**config.mk**
```make
export PLATFORM = sky130hd
export DESIGN_NAME = soc_bridge
export DESIGN_NICKNAME = d
export VERILOG_FILES = /design/src/hdl/soc_pkg.sv /design/src/hdl/soc_bridge.sv
export SDC_FILE = /design/constraint.sdc
export NUM_CORES = 1
export LEC_CHECK = 0
export ABC_CLOCK_PERIOD_IN_PS = 5830
export BUFFER_PORTS_ARGS = -buffer_cell sky130_fd_sc_hd__buf_2
export CAP_MARGIN = 20
export CORE_AREA = 2 2 116 118
export CTS_BUF_LIST = sky130_fd_sc_hd__clkbuf_16
export DETAILED_ROUTE_END_ITERATION = 8
export DIE_AREA = 0 0 118 120
export HOLD_SLACK_MARGIN = 0.02
export PLACE_DENSITY = 0.71
export REMOVE_ABC_BUFFERS = 1
export SLEW_MARGIN = 10
export SYNTH_ARGS = -nofsm -noshare
export SYNTH_HDL_FRONTEND = slang
export SYNTH_SLANG_ARGS = --single-unit
```
**constraint.sdc**
```tcl
create_clock -name i_clock -period 5.83 [get_ports i_clock]
set_input_delay 0.2915 -clock i_clock [delete_from_list [all_inputs] [get_ports i_clock]]
set_output_delay 0.2915 -clock i_clock [all_outputs]
set_load 0.01 [all_outputs]
```
**src/hdl/soc_pkg.sv**
```systemverilog
package soc_pkg;

	// ============================================================
	// widths with a meaning on the bus
	typedef logic [31:0] addr_t;
	typedef logic [31:0] data_t;
	typedef logic [3:0] window_t;
	typedef logic [2:0] reg_index_t;
	typedef logic [9:0] led_t;

	// ============================================================
	// request toward the target, response back to the master
	typedef struct packed {
		logic request;
		logic rw;
		addr_t address;
		data_t wdata;
	} bus_req_t;

	typedef struct packed {
		logic ready;
		data_t rdata;
	} bus_rsp_t;

	// near windows on address bits 31:28
	localparam window_t WIN_ROM = 4'h0;
	localparam window_t WIN_RAM = 4'h2;
	localparam window_t WIN_BRIDGE = 4'h5;

	// far windows on address bits 27:24
	localparam window_t WIN_TIMER = 4'h5;
	localparam window_t WIN_SYSREG = 4'h9;

	// system register map
	localparam reg_index_t SYSREG_DEVICE_ID = 3'd0;
	localparam reg_index_t SYSREG_FREQUENCY = 3'd1;
	localparam reg_index_t SYSREG_RAM_SIZE = 3'd2;
	localparam reg_index_t SYSREG_LEDS = 3'd3;

	// timer register map
	localparam reg_index_t TIMER_COUNT = 3'd0;
	localparam reg_index_t TIMER_COMPARE = 3'd1;
	localparam reg_index_t TIMER_CONTROL = 3'd2;

	// ============================================================
	typedef enum logic {ARB_IDLE, ARB_BUSY} arb_state_t;
	typedef enum logic [1:0] {BR_IDLE, BR_FAR, BR_DONE} bridge_state_t;

endpackage

```
**src/hdl/soc_bridge.sv**
```systemverilog
`timescale 1ns/1ps

module soc_bridge (
	input  logic              i_clock,
	input  logic              i_rst,
	input  soc_pkg::bus_req_t i_req,
	output soc_pkg::bus_rsp_t o_rsp,
	output soc_pkg::bus_req_t o_timer_req,
	input  soc_pkg::bus_rsp_t i_timer_rsp,
	output soc_pkg::bus_req_t o_sysreg_req,
	input  soc_pkg::bus_rsp_t i_sysreg_rsp
);
	import soc_pkg::*;

	bridge_state_t state;
	bus_req_t far_req;
	window_t far_window;
	logic timer_sel;
	logic sysreg_sel;
	logic far_ready;
	data_t far_rdata;
	data_t rdata;

	// far device select on bits 27:24
	assign far_window = far_req.address[27:24];
	assign timer_sel = far_window == WIN_TIMER;
	assign sysreg_sel = far_window == WIN_SYSREG;

	always_comb begin
		o_timer_req = far_req;
		o_timer_req.request = far_req.request && timer_sel;
		o_sysreg_req = far_req;
		o_sysreg_req.request = far_req.request && sysreg_sel;
	end

	always_comb begin
		if (timer_sel) begin
			far_ready = i_timer_rsp.ready;
			far_rdata = i_timer_rsp.rdata;
		end else if (sysreg_sel) begin
			far_ready = i_sysreg_rsp.ready;
			far_rdata = i_sysreg_rsp.rdata;
		end else begin
			// nothing mapped here so finish with zero
			far_ready = far_req.request;
			far_rdata = '0;
		end
	end

	always_ff @(posedge i_clock) begin
		if (i_rst) begin
			state <= BR_IDLE;
			far_req.request <= 1'b0;
		end else begin
			case (state)
				BR_IDLE: begin
					if (i_req.request) begin
						far_req <= i_req;
						state <= BR_FAR;
					end
				end
				BR_FAR: begin
					if (far_ready) begin
						far_req.request <= 1'b0;
						rdata <= far_rdata;
						state <= BR_DONE;
					end
				end
				default: begin
					state <= BR_IDLE;
				end
			endcase
		end
	end

	assign o_rsp.ready = state == BR_DONE;
	assign o_rsp.rdata = rdata;

endmodule

```
# Word-level counts from Yosys, hierarchy flattened
# Index checks and enable logic that the tools add are counted.
[totals]
regBits = 100
inputBits = 134
wordCells = 31
[op_classes]
eq_ne = 6
muxes = 10
n_bitwise = 1
n_reduce_logical = 8
[ops]
columns = ["operator", "n"]
rows = [
  ["$mux W66", 1],
  ["$mux W32", 2],
  ["$reduce_and A3 Y1", 3],
  ["$eq A4 B3 Y1 const B", 1],
  ["$eq A4 B4 Y1 const B", 1],
  ["$mux W2", 2],
  ["$ne A2 B2 Y1 const B", 2],
  ["$pmux W2 S2", 1],
  ["$mux W1", 3],
  ["$eq A2 B1 Y1 const B", 1],
  ["$eq A2 B2 Y1 const B", 1],
  ["$logic_and A1 B1 Y1", 2],
  ["$logic_not A2 Y1", 1],
  ["$pmux W1 S2", 1],
  ["$reduce_and A2 Y1", 1],
  ["$reduce_bool A2 Y1", 1],
  ["$not A1 Y1", 1],
]

# Longest topological paths before layout
# Gate-level depths: netlist (run 1).
[logic_depth]
ltp_word = 5
depth_mapped = 4
mapped_depth_nobuf = 4

# Worst setup path before layout (run 1)
# Ideal clock, no wire load.
[synth_path]
path_type = "flip-flop to flip-flop"
startpoint = "reg far_req, in the netlist o_sysreg_req[57]"
endpoint = "reg rdata[0], enable pin"
t_arrival_ns = 4.430
required_time_ns = 5.316
path_slack_ns = 0.886
path_stages_with_launch = 5
cell_sequence = "edfxtp_1 nand2b_4 nor3b_4 a221o_1 nor4b_1"
[synth_via]
elab_chain_cells = 4
elab_cells_between_ends = 5
[synth_rtl]
columns = ["item", "line_no", "rtl"]
rows = [
  ["start, declared", "soc_bridge.sv:16", "bus_req_t far_req;"],
  ["start signal, assigned", "soc_bridge.sv:58", "far_req <= i_req;"],
  ["$eq A4 B4 Y1", "soc_bridge.sv:27", "assign sysreg_sel = far_window == WIN_SYSREG;"],
  ["$mux W1", "soc_bridge.sv:40", "end else if (sysreg_sel) begin"],
  ["$mux W1 *", "soc_bridge.sv:37", "if (timer_sel) begin"],
  ["$reduce_and A3 Y1 (no source line) *", "n/a", ""],
  ["end signal, assigned", "soc_bridge.sv:65", "rdata <= far_rdata;"],
  ["end, declared", "soc_bridge.sv:22", "data_t rdata;"],
]
# Every way passes the cells marked *; elsewhere a longest branch is shown, timed or not.
# A chain may end at the register's enable or synchronous reset.

# Worst setup path in the final report (run 1)
[layout_path]
startpoint = "reg far_req, in the netlist o_sysreg_req[57]"
endpoint = "reg rdata[24], enable pin"
# The elaborated chain is that of the path after synthesis.

==> flow_summary.json, run 1 <==
{
  "outcome": "finished, final reports clean",
  "setup_ws_ns": 3.390,
  "worstPathArrival_ns": 2.44,
  "clkTransAtPathRegs_ns": 0.07,
  "cts_made_buffers": 9,
  "power_density_nw_per_um2": 291.2,
  "fin_crit_sh": 0.4185,
  "crit_type": "register to register",
  "layout-drive-gt1-share": 0.6851,
  "cts_root_buf": "clkbuf_16",
  "async_flop_share": 0,
  "drcViolationCount": 0,
  "post-dp-hpwl_um": 7857,
  "maxCapViolations": 0,
  "leakage_nw": 2.443,
  "grt_max_degree": 66,
  "track_usage": 0.1376,
  "hold_viol": 0,
  "grt_pass1_vias": 2710,
  "cts_tree": "done",
  "hold_depth": 1,
  "ys_seq_area_frac": 0.6729,
  "yosysWarnings": 0,
  "worstHoldPathType": "input port to register",
  "fillCellCount": 1205,
  "synth_area_sq_um": 4418,
  "yosysUniqueCellTypes": 21,
  "io_pins": 299,
  "finalHoldWorstSlack_ns": 0.1177,
  "die_w_um": 118,
  "cts_resized": 0,
  "wl_um": 9950,
  "synthFlopType": "edfxtp_1",
  "place_congestion": 0.7575,
  "placedCellCount": 630,
  "relSlewSlack": 0.4718,
  "grt_first_pass_wirelength_um": 14510,
  "synth_seq_cells": 100,
  "area_delta_synth_final_pct": 23.76,
  "start_kind": "register",
  "reg2regPathDepth": 6,
  "start_util": 0.3404,
  "end_kind": "register",
  "cts_setup_buffers": 0,
  "synth_edf_count": 97,
  "h-tree-depth": 3,
  "post-route-min-period_ns": 2.440,
  "yosysTopAreaCell": "edfxtp_1",
  "final_area_sq_um": 5468,
  "setup_violations": 0,
  "synthCells": 288,
  "tightest_slew_ns": 0.7923,
  "routed_via_density": 4.307,
  "antenna_cells": 0,
  "route.antenna.remaining_nets": 0,
  "clockBufferDepth": 2,
  "fin_skew_ns": 0.005239,
  "drt_first_pass_iters": 4,
  "drv_slew": 0,
  "nets": 599,
  "cp_max_fo": 34,
  "die_area_sq_um": 14160,
  "clkSinkCount": 100,
  "fmax_mhz": 409.8,
  "pre_cts_slack_ns": 3.376,
  "drt_iter0_markers": 88,
  "dpl_cell_area_sq_um": 5169,
  "avgRoutedWirePerCell_um": 15.40,
  "synth_top_area_frac": 0.6593,
  "gr-total-overflow": 0,
  "ir_drop_uv": 133.3,
  "dieHeight_um": 120,
  "io_buffers": 298,
  "final_cells": 646,
  "synthTopCellsByArea": "edfxtp_1, buf_4, a22o_1",
  "required_ns": 5.83,
  "rsz0062_at_grt": "false",
  "vias": 2782,
  "synth_commonest_cells": "buf_4, edfxtp_1, a22o_1",
  "antenna_found_initial": 0,
  "setup-tns-final_ns": 0,
  "core_region_area_sq_um": 12980,
  "synth_most_common_cell": "buf_4",
  "postCtsHoldBufs": 0,
  "clkLatencyLatePin_ns": 0.34,
  "rows": 42,
  "syn_area_per_cell_sq_um": 15.34
}
## through the flow
stage                     total power [mW]  utilization
after floorplan                     0.9189            -
after global placement               1.020       0.3982
after detailed placement             1.025       0.3982
after CTS                            1.620       0.4212
after global routing                 1.659       0.4212
final                                1.592       0.4212
## registers in the layout (all words and copies together) (netlist names)
name	count
rdata	32
far_req	1
state	2
o_sysreg_req	65
## metal layers
metal / global-route usage / part of all wire
met2: 0.2369 / 0.53
met3: 0.04563 / 0.066
met1: 0.1534 / 0.38
met4: 0.06702 / 0.020
met5: 0 / 0
## path summary, 6_finish.rpt
kind                     from                to  slack (ns)
min                 i_req[33]  o_sysreg_req[33]        0.12
max reg2reg  o_sysreg_req[57]         rdata[24]        3.39
max          o_sysreg_req[57]         rdata[24]        3.39
min reg2reg          state[1]          state[1]        0.53
## report_power, final
group | switching [mW] | internal, mW
Clock | 0.251 | 0.335
Combinational | 0.0850 | 0.0758
Sequential | 0.0175 | 0.829
## final cells by class
| type | count | area, sq um | area share |
|---|---|---|---|
| clock buffers | 9 | 225.2 | 0.04119 |
| clock inverters | 7 | 73.82 | 0.01350 |
| inverters | 3 | 11.26 | 0.002059 |
| multi-input cells | 49 | 442.9 | 0.08101 |
| flip-flops and latches | 100 | 2973 | 0.5437 |
| well taps | 176 | 220.2 | 0.04027 |
| repair buffers | 302 | 1521 | 0.2783 |
## cells in the final DEF (no fill, tap or decap), types with 3 or more instances in the layout
master	instances
buf_2	298
edfxtp_1	97
dfxtp_1	3
a22o_1	32
buf_4	4
clkbuf_16	9
## critical path: stages (launching register included)
cell,delay [ns]
edfxtp_1,0.43
nand2b_4,0.20
nor3b_4,0.16
buf_4,0.35
a221o_1,0.28
nor4b_2,0.24
buf_4,0.42
## cell families (layout without fill, tap and decap cells)
family / after synthesis / after routing / synth area share
and+or+nand+nor: 12 / 12 / 0.02492
DFF: 100 / 100 / 0.6729
buffers and inverters: 139 / 321 / 0.2297
AOI/OAI and AO/OA: 37 / 37 / 0.07250
(Power assumes the default switching activity.)
==> run 2: changes to the inputs <==
Settings changed: ABC_AREA set to 1, ABC_CLOCK_PERIOD_IN_PS 5830 to 2000, CORE_AREA 2 2 116 118 to unset, CORE_UTILIZATION set to 35, DIE_AREA 0 0 118 120 to unset, PLACE_DENSITY 0.71 to 0.74.
Clock period 5.83 ns to 2 ns, I/O delays scaled along.
==> run 2 against run 1 <==
Compared with the run above: non-clock buffer count rose by 68; flip-flop and latch count did not move; critical endpoint is now rdata[14]; die area is 4.1% lower.
==> flow_summary.json, run 2 <==
{
  "layout-drive-gt1-share": 0.5317,
  "h-tree-depth": 3,
  "start_kind": "register",
  "hold_viol": 0,
  "core_region_area_sq_um": 12720,
  "cts_setup_buffers": 0,
  "multi_input_area_sq_um": 576.8,
  "drv_slew": 0,
  "setup_violations": 0,
  "track_usage": 0.1756,
  "relSlewSlack": 0.7076,
  "post-route-min-period_ns": 1.761,
  "critPathMaxStageDelay_ns": 0.44,
  "io_buffers": 298,
  "fin_skew_ns": 0.005195,
  "startpoint": "o_sysreg_req[57]",
  "critical-path-slowest-cell": "edfxtp_1",
  "r2r-end": "rdata[14]",
  "rsz0062_at_grt": "false",
  "setup-tns-final_ns": 0,
  "rows": 41,
  "antenna_cells": 0,
  "timing.rr.start": "o_sysreg_req[57]",
  "wl_um": 12500,
  "tightest_slew_ns": 0.4375,
  "synth_most_common_cell": "buf_4",
  "grt_pass1_vias": 3327,
  "synth_commonest_cells": "buf_4, edfxtp_1, nand3_1",
  "largest_reg_flops": 65,
  "dieHeight_um": 116.6,
  "required_ns": 2.04,
  "crit_type": "register to register",
  "ir_drop_uv": 403.4,
  "cts_root_buf": "clkbuf_16",
  "leakage_nw": 2.930,
  "die_w_um": 116.6,
  "final_common_cell": "buf_2",
  "endpoint": "rdata[14]",
  "gr-total-overflow": 0,
  "fmax_mhz": 567.9,
  "start_util": 0.3610,
  "avgRoutedWirePerCell_um": 15.89,
  "synthCells": 372,
  "post-dp-hpwl_um": 8821,
  "synth_area_sq_um": 4593,
  "yosysWarnings": 0,
  "fillCellCount": 1124,
  "routed_via_density": 4.342,
  "finalHoldWorstSlack_ns": 0.04298,
  "maxCapViolations": 0,
  "worstPathCellList": "nor2_4, nand2_1, nand3_1, nand3_1, nor2_4, buf_12",
  "synth_edf_count": 97,
  "yosysUniqueCellTypes": 13,
  "end_kind": "register",
  "ys_seq_area_frac": 0.6472,
  "drt_iter0_markers": 306,
  "antenna_found_initial": 0,
  "outcome": "finished, final reports clean",
  "r2r_slack_ns": 0.24,
  "seq_area_sq_um": 2973,
  "drt_first_pass_iters": 6,
  "reg2regPathDepth": 6,
  "nets": 744,
  "synth_seq_cells": 100,
  "place_congestion": 0.8120,
  "cp_max_fo": 32,
  "drcViolationCount": 0,
  "io_pins": 299,
  "final_cell_mix": "buf_2, edfxtp_1, nand3_1, dlygate4sd3_1, nand2_1",
  "grt_first_pass_wirelength_um": 17180,
  "synthTopCellsByArea": "edfxtp_1, buf_4, nand3_1",
  "vias": 3417,
  "p_total_mw": 4.701,
  "cts_made_buffers": 9,
  "final_util": 0.4953,
  "clkLatencyLatePin_ns": 0.35,
  "clkTransAtPathRegs_ns": 0.07,
  "worstPathArrival_ns": 1.80,
  "syn_area_per_cell_sq_um": 12.35,
  "cts_tree": "done",
  "route.antenna.remaining_nets": 0,
  "grt_max_degree": 64,
  "yosysTopAreaCell": "edfxtp_1",
  "synthFlopType": "edfxtp_1",
  "worstHoldPathType": "input port to register",
  "die_area_sq_um": 13590,
  "synth_top_area_frac": 0.6342,
  "async_flop_share": 0,
  "fin_crit_sh": 0.8804,
  "area_delta_synth_final_pct": 37.18,
  "clockBufferDepth": 2,
  "power_density_nw_per_um2": 746.1,
  "clkSinkCount": 100
}
## run 2: cell count changes after synthesis, moves of 2 or more
cell,before,now
a22o_1,32,0
and2_1,2,0
buf_1,0,3
buf_2,4,10
clkbuf_1,2,0
inv_1,3,5
inv_2,0,2
nand2_1,0,42
nand2b_1,2,0
nand3_1,0,67
nor2_1,1,9
nor2_2,0,2
nor4b_1,2,0
## run 2: per-layer routing
| layer | share of wire | global-route usage |
|---|---|---|
| met1 | 0.36 | 0.1797 |
| met2 | 0.50 | 0.3045 |
| met3 | 0.11 | 0.07628 |
| met4 | 0.024 | 0.09114 |
| met5 | 0 | 0 |
## run 2: cell families after synthesis
family | Yosys count | share of synthesized area
simple gates | 122 | 0.1212
buf+inv | 150 | 0.2315
flops | 100 | 0.6472
## run 2: report_power, final
group	total, mW	switching [mW]	internal (mW)
clock	1.63	0.780	0.852
sequential	2.45	0.0492	2.40
combinational	0.615	0.313	0.302
total	4.70	1.14	3.56
## run 2: critical path: cells and delay by family, from the launching register on
kind,cells,cell delay [ns]
flops,1,0.44
simple gates,5,0.79
buf+inv,1,0.21
## run 2: per-stage QoR
step | std cells | worst slack [ns] | instance area (sq um)
after floorplan | 229 | -2.032 | 3556
after global placement | 706 | 0.2933 | 5373
after detailed placement | 706 | 0.2374 | 5373
after CTS | 787 | 0.2264 | 6301
after global routing | 787 | 0.09975 | 6301
final | 787 | 0.2392 | 6301
## run 2: worst min path at each step
stage / cells after the start / from / end / slack [ns]
floorplan: 1 / i_rst / state[1] / 0.17
global placement: 1 / i_req[2] / o_sysreg_req[2] / 0.28
detailed placement: 1 / i_req[23] / o_sysreg_req[23] / 0.28
CTS: 2 / i_rst / state[1] / 0.03
global route: 2 / i_rst / state[1] / 0.04
finish: 2 / i_rst / state[1] / 0.04
## run 2: final cells by class
cell class | instances | area share
clock buffer | 9 | 0.03574
inverter | 7 | 0.004170
tap | 172 | 0.03415
clock inverter | 7 | 0.008340
multi-input combinational | 122 | 0.09154
timing repair buffer | 370 | 0.3542
sequential | 100 | 0.4718
## run 2: repair_timing
action / in CTS / in global routing
resized for setup: 0 / 0
hold buffers: 65 / 0
hold endpoints to repair: 65 / 0
